File: src/verilog/odd_pipe_pkg.sv
package odd_pipe_pkg;

    // datapath widths
    localparam int QUAD_WIDTH = 128;
    localparam int ADDR_WIDTH = 7;
    localparam int PC_WIDTH   = 32;

    // element widths used by gather and the branch tests
    localparam int BYTE     = 8;
    localparam int HALFWORD = 16;
    localparam int WORD     = 32;

    // number of forwarding stages behind execute
    localparam int PIPE_DEPTH = 7;

    localparam int UNIT_WIDTH = 3;
    localparam int LAT_WIDTH  = 4;

    // unit ids as carried in the forward entry
    localparam logic [UNIT_WIDTH-1:0] UNIT_PERMUTE = 3'd5;
    localparam logic [UNIT_WIDTH-1:0] UNIT_BRANCH  = 3'd7;

    // stage at which a result may first be forwarded
    localparam logic [LAT_WIDTH-1:0] LAT_PERMUTE = 4'd4;
    localparam logic [LAT_WIDTH-1:0] LAT_BRANCH  = 4'd1;

    typedef enum logic [4:0] {
        OP_NOP     = 5'd0,
        // quadword shift left, bits and bytes
        OP_SHLQBI  = 5'd1,
        OP_SHLQBII = 5'd2,
        OP_SHLQBY  = 5'd3,
        OP_SHLQBYI = 5'd4,
        // quadword rotate, bits and bytes
        OP_ROTQBI  = 5'd5,
        OP_ROTQBII = 5'd6,
        OP_ROTQBY  = 5'd7,
        OP_ROTQBYI = 5'd8,
        // gather lsb of bytes, halfwords, words
        OP_GBB     = 5'd9,
        OP_GBH     = 5'd10,
        OP_GB      = 5'd11,
        // unconditional branches
        OP_BR      = 5'd12,
        OP_BRA     = 5'd13,
        OP_BRSL    = 5'd14,
        OP_BRASL   = 5'd15,
        // conditional branches on rb
        OP_BRNZ    = 5'd16,
        OP_BRZ     = 5'd17,
        OP_BRHNZ   = 5'd18,
        OP_BRHZ    = 5'd19
    } opcode_t;

    // one issued instruction with its operands already read
    typedef struct packed {
        opcode_t                 op;
        logic [0:QUAD_WIDTH-1]   ra;
        logic [0:QUAD_WIDTH-1]   rb;
        logic [0:ADDR_WIDTH-1]   rt_addr;
        logic [6:0]              i7;
        logic [15:0]             i16;
        logic [0:PC_WIDTH-1]     pc;
    } issue_t;

    // one slot of the forwarding chain, 144 bits
    typedef struct packed {
        logic                    valid;
        logic [UNIT_WIDTH-1:0]   unit_id;
        logic [0:QUAD_WIDTH-1]   value;
        logic                    write_en;
        logic [0:ADDR_WIDTH-1]   rt_addr;
        logic [LAT_WIDTH-1:0]    latency;
    } fw_entry_t;

endpackage

File: src/verilog/operand_latch.sv
`timescale 1ns/100ps

module operand_latch (
    input  logic                  clock,
    input  logic                  reset,
    input  logic                  issue_valid,
    input  odd_pipe_pkg::issue_t  issue,
    input  logic                  flush,
    output odd_pipe_pkg::issue_t  latched,
    output logic                  latched_valid
);

    import odd_pipe_pkg::*;

    logic load_bubble;

    // an idle cycle, a reset or a taken branch all leave a bubble
    assign load_bubble = reset || flush || !issue_valid;

    // operands and immediates follow the input every cycle
    always_ff @(posedge clock)
    begin
        latched.ra      <= issue.ra;
        latched.rb      <= issue.rb;
        latched.rt_addr <= issue.rt_addr;
        latched.i7      <= issue.i7;
        latched.i16     <= issue.i16;
        latched.pc      <= issue.pc;
    end

    // opcode and valid decide whether the slot does anything
    always_ff @(posedge clock)
    begin
        if (load_bubble)
        begin
            latched.op    <= OP_NOP;
            latched_valid <= 1'b0;
        end
        else
        begin
            latched.op    <= issue.op;
            latched_valid <= 1'b1;
        end
    end

endmodule

File: src/verilog/permute_unit.sv
`timescale 1ns/100ps

module permute_unit (
    input  odd_pipe_pkg::opcode_t                 op,
    input  logic [0:odd_pipe_pkg::QUAD_WIDTH-1]   ra,
    input  logic [0:odd_pipe_pkg::QUAD_WIDTH-1]   rb,
    input  logic [6:0]                            i7,
    output logic [0:odd_pipe_pkg::QUAD_WIDTH-1]   result,
    output logic                                  is_permute
);

    import odd_pipe_pkg::*;

    logic [7:0]              amount;
    logic                    rotate;
    logic                    gather;
    logic [0:2*QUAD_WIDTH-1] shifted;
    logic [0:WORD-1]         gathered;

    // lsb of every element, element 0 lands highest in the low bits of word 0
    function automatic logic [0:WORD-1] gather_lsb(
        input logic [0:QUAD_WIDTH-1] value,
        input int                    width
    );
        logic [0:WORD-1] bits;
        int              count;
        bits  = '0;
        count = QUAD_WIDTH / width;
        for (int j = 0; j < WORD; j++)
        begin
            if (j < count)
                bits[WORD - count + j] = value[j*width + width - 1];
        end
        return bits;
    endfunction

    // count decode, byte forms are scaled to a bit amount
    always_comb
    begin
        amount     = 8'd0;
        rotate     = 1'b0;
        gather     = 1'b0;
        gathered   = '0;
        is_permute = 1'b1;
        case (op)
            OP_SHLQBI:  amount = {5'd0, rb[29:31]};
            OP_SHLQBII: amount = {5'd0, i7[2:0]};
            OP_SHLQBY:  amount = 8'(rb[27:31] * BYTE);
            OP_SHLQBYI: amount = 8'(i7[4:0] * BYTE);
            OP_ROTQBI:
            begin
                amount = {5'd0, rb[29:31]};
                rotate = 1'b1;
            end
            OP_ROTQBII:
            begin
                amount = {5'd0, i7[2:0]};
                rotate = 1'b1;
            end
            OP_ROTQBY:
            begin
                amount = 8'(rb[28:31] * BYTE);
                rotate = 1'b1;
            end
            OP_ROTQBYI:
            begin
                amount = 8'(i7[3:0] * BYTE);
                rotate = 1'b1;
            end
            OP_GBB:
            begin
                gather   = 1'b1;
                gathered = gather_lsb(ra, BYTE);
            end
            OP_GBH:
            begin
                gather   = 1'b1;
                gathered = gather_lsb(ra, HALFWORD);
            end
            OP_GB:
            begin
                gather   = 1'b1;
                gathered = gather_lsb(ra, WORD);
            end
            default: is_permute = 1'b0;
        endcase
    end

    // the lower half refills from ra for rotates and with zeros for shifts
    assign shifted = {ra, (rotate ? ra : {QUAD_WIDTH{1'b0}})} << amount;

    assign result = gather ? {gathered, {(QUAD_WIDTH-WORD){1'b0}}}
                           : shifted[0:QUAD_WIDTH-1];

endmodule

File: src/verilog/branch_unit.sv
`timescale 1ns/100ps

module branch_unit (
    input  odd_pipe_pkg::opcode_t                 op,
    input  logic [0:odd_pipe_pkg::QUAD_WIDTH-1]   rb,
    input  logic [15:0]                           i16,
    input  logic [0:odd_pipe_pkg::PC_WIDTH-1]     pc,
    input  logic                                  valid,
    output logic                                  taken,
    output logic [0:odd_pipe_pkg::PC_WIDTH-1]     target,
    output logic [0:odd_pipe_pkg::QUAD_WIDTH-1]   link,
    output logic                                  is_branch,
    output logic                                  writes_link
);

    import odd_pipe_pkg::*;

    logic [0:PC_WIDTH-1] offset;
    logic                absolute;
    logic                condition;
    logic                word_zero;
    logic                half_zero;

    // word offset, sign extended
    assign offset = {{(PC_WIDTH-18){i16[15]}}, i16, 2'b00};

    assign word_zero = (rb[0:WORD-1] == '0);
    assign half_zero = (rb[WORD-HALFWORD:WORD-1] == '0);

    always_comb
    begin
        is_branch   = 1'b1;
        absolute    = 1'b0;
        writes_link = 1'b0;
        condition   = 1'b1;
        case (op)
            OP_BR:    ;
            OP_BRA:   absolute = 1'b1;
            OP_BRSL:  writes_link = 1'b1;
            OP_BRASL:
            begin
                absolute    = 1'b1;
                writes_link = 1'b1;
            end
            OP_BRNZ:  condition = !word_zero;
            OP_BRZ:   condition = word_zero;
            OP_BRHNZ: condition = !half_zero;
            OP_BRHZ:  condition = half_zero;
            default:
            begin
                is_branch = 1'b0;
                condition = 1'b0;
            end
        endcase
    end

    assign taken  = valid && is_branch && condition;
    assign target = absolute ? offset : pc + offset;

    // return address in word 0 only
    assign link = {pc + PC_WIDTH'(4), {(QUAD_WIDTH-PC_WIDTH){1'b0}}};

endmodule

File: src/verilog/execute_stage.sv
`timescale 1ns/100ps

module execute_stage (
    input  odd_pipe_pkg::issue_t               latched,
    input  logic                               latched_valid,
    output odd_pipe_pkg::fw_entry_t            entry,
    output logic                               branch_taken,
    output logic [0:odd_pipe_pkg::PC_WIDTH-1]  pc_target
);

    import odd_pipe_pkg::*;

    logic [0:QUAD_WIDTH-1] permute_result;
    logic                  is_permute;
    logic [0:QUAD_WIDTH-1] link;
    logic                  is_branch;
    logic                  writes_link;

    permute_unit permute_unit_inst (
        .op         (latched.op),
        .ra         (latched.ra),
        .rb         (latched.rb),
        .i7         (latched.i7),
        .result     (permute_result),
        .is_permute (is_permute)
    );

    branch_unit branch_unit_inst (
        .op          (latched.op),
        .rb          (latched.rb),
        .i16         (latched.i16),
        .pc          (latched.pc),
        .valid       (latched_valid),
        .taken       (branch_taken),
        .target      (pc_target),
        .link        (link),
        .is_branch   (is_branch),
        .writes_link (writes_link)
    );

    // nop and bubbles decode to neither unit and leave an empty slot
    always_comb
    begin
        entry.valid    = latched_valid && (is_permute || is_branch);
        entry.rt_addr  = latched.rt_addr;
        entry.write_en = is_permute || writes_link;
        if (is_branch)
        begin
            entry.unit_id = UNIT_BRANCH;
            entry.latency = LAT_BRANCH;
            entry.value   = link;
        end
        else if (is_permute)
        begin
            entry.unit_id = UNIT_PERMUTE;
            entry.latency = LAT_PERMUTE;
            entry.value   = permute_result;
        end
        else
        begin
            entry.unit_id = '0;
            entry.latency = '0;
            entry.value   = '0;
        end
    end

endmodule

File: src/verilog/forward_stage.sv
`timescale 1ns/100ps

module forward_stage #(
    parameter int STAGE = 1
) (
    input  logic                                  clock,
    input  logic                                  reset,
    input  odd_pipe_pkg::fw_entry_t               entry_in,
    output odd_pipe_pkg::fw_entry_t               entry_out,
    input  logic [0:odd_pipe_pkg::ADDR_WIDTH-1]   query_addr,
    output logic                                  hit
);

    import odd_pipe_pkg::*;

    always_ff @(posedge clock)
    begin
        entry_out <= entry_in;
        if (reset)
        begin
            entry_out.valid    <= 1'b0;
            entry_out.write_en <= 1'b0;
        end
    end

    // result is only usable once the unit has had its full latency
    assign hit = entry_out.valid && entry_out.write_en
                 && (entry_out.rt_addr == query_addr)
                 && (LAT_WIDTH'(STAGE) >= entry_out.latency);

endmodule

File: src/verilog/forward_select.sv
`timescale 1ns/100ps

module forward_select (
    input  odd_pipe_pkg::fw_entry_t               stage_entry [odd_pipe_pkg::PIPE_DEPTH],
    input  logic [odd_pipe_pkg::PIPE_DEPTH-1:0]   stage_hit,
    output logic                                  fwd_hit,
    output logic [0:odd_pipe_pkg::QUAD_WIDTH-1]   fwd_value,
    output logic                                  wb_valid,
    output logic [0:odd_pipe_pkg::ADDR_WIDTH-1]   wb_addr,
    output logic [0:odd_pipe_pkg::QUAD_WIDTH-1]   wb_value
);

    import odd_pipe_pkg::*;

    fw_entry_t last;

    assign fwd_hit = |stage_hit;

    // walk from the oldest stage so the youngest hit is assigned last
    always_comb
    begin
        fwd_value = '0;
        for (int j = PIPE_DEPTH - 1; j >= 0; j--)
        begin
            if (stage_hit[j])
                fwd_value = stage_entry[j].value;
        end
    end

    // writeback leaves from stage 7
    assign last     = stage_entry[PIPE_DEPTH-1];
    assign wb_valid = last.valid && last.write_en;
    assign wb_addr  = last.rt_addr;
    assign wb_value = last.value;

endmodule

File: src/verilog/odd_pipe.sv
`timescale 1ns/100ps

module odd_pipe (
    input  logic                                  clock,
    input  logic                                  reset,
    input  logic                                  issue_valid,
    input  odd_pipe_pkg::issue_t                  issue,
    input  logic [0:odd_pipe_pkg::ADDR_WIDTH-1]   query_addr,
    output logic                                  branch_taken,
    output logic [0:odd_pipe_pkg::PC_WIDTH-1]     pc_target,
    output logic                                  flush,
    output logic                                  fwd_hit,
    output logic [0:odd_pipe_pkg::QUAD_WIDTH-1]   fwd_value,
    output logic                                  wb_valid,
    output logic [0:odd_pipe_pkg::ADDR_WIDTH-1]   wb_addr,
    output logic [0:odd_pipe_pkg::QUAD_WIDTH-1]   wb_value
);

    import odd_pipe_pkg::*;

    issue_t                latched;
    logic                  latched_valid;
    fw_entry_t             stage_in    [PIPE_DEPTH];
    fw_entry_t             stage_entry [PIPE_DEPTH];
    logic [PIPE_DEPTH-1:0] stage_hit;

    // a taken branch kills the instruction right behind it
    assign flush = branch_taken;

    operand_latch operand_latch_inst (
        .clock         (clock),
        .reset         (reset),
        .issue_valid   (issue_valid),
        .issue         (issue),
        .flush         (flush),
        .latched       (latched),
        .latched_valid (latched_valid)
    );

    execute_stage execute_stage_inst (
        .latched       (latched),
        .latched_valid (latched_valid),
        .entry         (stage_in[0]),
        .branch_taken  (branch_taken),
        .pc_target     (pc_target)
    );

    for (genvar j = 0; j < PIPE_DEPTH; j++)
    begin : g_stage
        if (j < PIPE_DEPTH - 1)
        begin : g_link
            assign stage_in[j+1] = stage_entry[j];
        end

        forward_stage #(.STAGE(j + 1)) forward_stage_inst (
            .clock      (clock),
            .reset      (reset),
            .entry_in   (stage_in[j]),
            .entry_out  (stage_entry[j]),
            .query_addr (query_addr),
            .hit        (stage_hit[j])
        );
    end

    forward_select forward_select_inst (
        .stage_entry (stage_entry),
        .stage_hit   (stage_hit),
        .fwd_hit     (fwd_hit),
        .fwd_value   (fwd_value),
        .wb_valid    (wb_valid),
        .wb_addr     (wb_addr),
        .wb_value    (wb_value)
    );

endmodule

File: config.mk
export PLATFORM = sky130hd
export DESIGN_NAME = odd_pipe
export DESIGN_NICKNAME = d
export VERILOG_FILES = /design/src/verilog/odd_pipe_pkg.sv /design/src/verilog/operand_latch.sv /design/src/verilog/permute_unit.sv /design/src/verilog/branch_unit.sv /design/src/verilog/execute_stage.sv /design/src/verilog/forward_stage.sv /design/src/verilog/forward_select.sv /design/src/verilog/odd_pipe.sv
export SDC_FILE = /design/constraint.sdc
export NUM_CORES = 2
export LEC_CHECK = 0
export BUFFER_PORTS_ARGS = -buffer_cell sky130_fd_sc_hd__buf_4
export CAP_MARGIN = 30
export CORE_MARGIN = 3
export CORE_UTILIZATION = 53
export CTS_BUF_LIST = sky130_fd_sc_hd__clkbuf_16
export DETAILED_ROUTE_END_ITERATION = 16
export PLACE_DENSITY = 0.83
export SETUP_SLACK_MARGIN = 0.4
export SYNTH_ARGS = -nofsm -noshare
export SYNTH_HDL_FRONTEND = slang
export SYNTH_HIERARCHICAL = 1
export SYNTH_SLANG_ARGS = --single-unit
File: constraint.sdc
create_clock -name clock -period 3.1 [get_ports clock]
set_input_delay 0.62 -clock clock [delete_from_list [all_inputs] [get_ports clock]]
set_output_delay 0.62 -clock clock [all_outputs]
set_load 0.1 [all_outputs]
==> reports/qor.txt, run 1 <==
Status - stopped before the end
Stopped at - global routing (5_1_grt)
Stop err - [ERROR GRT-0232] Routing congestion too high. Check the congestion heatmap in the GUI.
Maximum clock path buffer count - 3
CTS H-tree lvls - 3
Syn avg cell area - 10.18 µm²
Initial Util - 53.48%
I/O pin count - 632
Hpwl dp - 169000 µm
Gpl congestion - 1.067
Synthesized instance count - 4911
Rows - 112
Total grt overflow - 16
Die Width - 313.1 µm
Synthesis Warnings - 6
Die height - 313.1 µm
Placed Instance Area - 64130 µm²
Largest net degree at the start of global routing - 133
Worst ep type - primary output
IO buf count - 533
Total Routing Usage GR - 80.69%
Num CTS Buffers - 109
Post-GRT worst EP - fwd_value[72]
Root Driver - clkbuf_16
Synth Cell Area - 49980 µm²
-- what timing repair did --
item                                    in CTS
cloned                                      42
buffers inserted                            94
hold buffers                               164
endpoints found under the setup margin     291
pin swaps                                  147
endpoints found under the hold margin      164
resized for setup                          672
-- metrics by stage --
step	std cells	worst slack, ns	setup TNS, ns
3_5_place_dp	7253	-0.8116	-130.82
2_1_floorplan	5007	-0.8707	-14.40
4_1_cts	7753	-0.8150	-165.59
3_3_place_gp	7252	-0.7804	-111.14
-- per-layer routing --
| metal | GRT overflow | global-route usage (%) |
|---|---|---|
| met1 | 1 | 79.50 |
| met2 | 3 | 93.82 |
| met3 | 5 | 69.91 |
| met4 | 6 | 80.58 |
| met5 | 1 | 46.49 |
==> run 2: changes to the inputs <==
--- a/config.mk
+++ b/config.mk
@@ -8,11 +8,9 @@
 export BUFFER_PORTS_ARGS = -buffer_cell sky130_fd_sc_hd__buf_4
 export CAP_MARGIN = 30
 export CORE_MARGIN = 3
-export CORE_UTILIZATION = 53
-export CTS_BUF_LIST = sky130_fd_sc_hd__clkbuf_16
+export CORE_UTILIZATION = 40
 export DETAILED_ROUTE_END_ITERATION = 16
-export PLACE_DENSITY = 0.83
-export SETUP_SLACK_MARGIN = 0.4
+export PLACE_DENSITY_LB_ADDON = 0.15
 export SYNTH_ARGS = -nofsm -noshare
 export SYNTH_HDL_FRONTEND = slang
 export SYNTH_HIERARCHICAL = 1
==> constraint.sdc (replaced) <==
create_clock -name clock -period 4.03 [get_ports clock]
set_input_delay 0.806 -clock clock [delete_from_list [all_inputs] [get_ports clock]]
set_output_delay 0.806 -clock clock [all_outputs]
set_load 0.1 [all_outputs]
==> run 2 against run 1 <==
Compared with the run above:
- the flow now finishes, with violations (setup timing)
- synthesized cell count unchanged
- area after synthesis unchanged
==> reports/qor.txt, run 2 <==
Sw Ratio - 31.71%
Power density over the cells - 492.8 nW/µm²
Syn avg cell area - 10.18 µm² (unchanged)
Vias - 42950
I/O pin count - 632 (unchanged)
Type of origin of the critical path - register
Die Width - 359.5 µm (+15%)
Largest net degree at the start of global routing - 100
Final WL - 210200 µm
Minimum clock period - 4.134 ns
Fin Hold WS - 0.1482 ns
Die height - 359.5 µm (+15%)
Initial DRC count - 4089
Status - complete, but fails checks
CP Data Arrival Time - 3.33 ns
Sw power - 10.56 mW
CTS tree - yes
1st-pass router iterations - 6
Worst-Margin Slew - 0.9631 ns
Maxcap violations - 0
Largest register FFs - 984
Core area - 123800 µm²
Synth Cell Area - 49980 µm² (unchanged)
Antenna-violating nets left - 0
Max-slew violations - 0
Clk slew on worst S/H paths - 0.07 ns
Leakage - 27.60 nW
GRT Max-Usage Layer - met2
Share of cells above drive strength 1 - 34.61%
Final setup fails - 7
Worst-Skew Late Latency - 0.75 ns
Multi-input logic area - 23530 µm²
Dpl ws - -0.1839 ns (+0.6277 ns)
Critical path type - reg -> out
Reg area - 24280 µm²
Gpl congestion - 0.9836 (-7.8%)
RSZ-0062 raised after global routing - yes
Synthesis Warnings - 6 (unchanged)
Avg WL per Cell - 27.60 µm
Num CTS Buffers - 117 (+7.3%)
Post-route DRC violation count - 0
Worst-case clock skew - 0.06122 ns
Fmax - 241.9 MHz
Worst VDD drop - 0.4672 mV
Final WS setup - -0.1037 ns
Final Hold Viols - 0
Max-slew headroom - 35.79%
Largest registers - g_stage.forward_stage_inst/entry_out: 984 flops, operand_latch_inst/latched: 225 flops, operand_latch_inst/latched_valid: 1 flops
Initial Util - 40.38% (-13 points)
CTS H-tree lvls - 3 (unchanged)
Crit path max fanout - 8
WP data required - 3.22 ns
Antenna violations before repair - 10
Vias per inst - 5.638
IO buf count - 533 (unchanged)
Failing checks - setup timing
Total Routing Usage GR - 30.96%
Routing usage on met2 - 49.43%
Worst setup EP type - primary output
Pint - 22.75 mW
Commonest cells after routing, fill and taps aside - dfxtp_1 (1176), buf_4 (1127), a21oi_1 (284)
Synthesized instance count - 4911 (unchanged)
Rows - 129 (+15%)
Total grt overflow - 0
Setup TNS - -0.3970 ns
Hold/Removal Path Class - in -> reg
Sequential group share of total power - 43.2%
Filler cells - 10970
Global Route met3 Usage - 4.248%
Largest Register - g_stage.forward_stage_inst/entry_out
# hold bufs at CTS - 0 (-100%)
Vias in the first global route - 41760
Most common cell after layout, fill and taps aside - dfxtp_1
Clk pwr share - 34.1%
M1 GR Usage - 42.08%
Hpwl dp - 161500 µm (-4.4%)
Die area - 129200 µm²
Clock sink count - 1210
Fin crit share - 102.6%
Wire length of the first global-routing pass - 297700 µm
Layout area overhead - 35.26%
Final nets - 6241
Maximum clock path buffer count - 3 (unchanged)
Root Driver - clkbuf_16
Gate power share - 22.7%
[run 2: power groups by stage]
stage | registers, mW | logic [mW] | clock network (mW)
floorplan | 14.2 | 4.38 | 0
global placement | 14.6 | 7.16 | 0
detailed placement | 14.6 | 7.15 | 0
CTS | 14.4 | 7.33 | 11.6
global route | 14.5 | 7.80 | 12.1
finish | 14.4 | 7.57 | 11.4
[run 2: layout make-up]
type	count	share of cell area, %
antenna	11	0.04071
inverter	148	0.8254
timing repair buffer	1383	19.37
tap	1637	3.029
clock inverter	44	0.9475
clock buffer	168	5.061
multi-input combinational	3017	34.81
sequential	1210	35.92
[run 2: path summary, 6_finish.rpt]
kind / startpoint / end / slack, ns / cells after the start
worst max-delay path: operand_latch_inst/latched[47] / pc_target[0] / -0.10 / 9
worst min register to register: g_stage[4].forward_stage_inst/entry_out[126] / g_stage[5].forward_stage_inst/entry_out[126] / 0.32 / 0
worst min-delay path: issue[19] / operand_latch_inst/latched[19] / 0.15 / 1
worst max register to register: operand_latch_inst/latched[319] / g_stage[0].forward_stage_inst/entry_out[29] / 0 / 17
[run 2: what timing repair did]
item,in CTS,in global routing
endpoints found under the setup margin,152,188
resized for setup,349,226
buffers inserted,26,36
pin swaps,108,102
cloned,10,7
[run 2: metrics by stage]
stage	instances	instance area [µm²]	total power [mW]	utilization, %
6_report	7618	67610	33.32	54.61
3_3_place_gp	7316	59990	21.72	48.45
5_1_grt	7615	67600	34.41	54.61
4_1_cts	7564	66080	33.29	53.38
3_5_place_dp	7316	59990	21.76	48.45
2_1_floorplan	5007	50890	18.60	-
[run 2: routing by layer]
layer / vias up / routed length (µm)
met5: - / 0
met4: 0 / 9220
met3: 310 / 11730
met2: 1607 / 96370
met1: 21010 / 92900
li1: 20020 / -
[run 2: worst max-delay path, stage by stage (launching register included)]
cell and delay [ns]:
dfxtp_4 0.43, buf_12 0.18, ha_4 0.29, buf_4 0.14, nand2_1 0.07, o21ai_1 0.36, a211oi_2 0.10, or3_4 0.36
a311oi_4 0.40, buf_12 0.23
No activity file was read; power rests on OpenSTA's default activity.
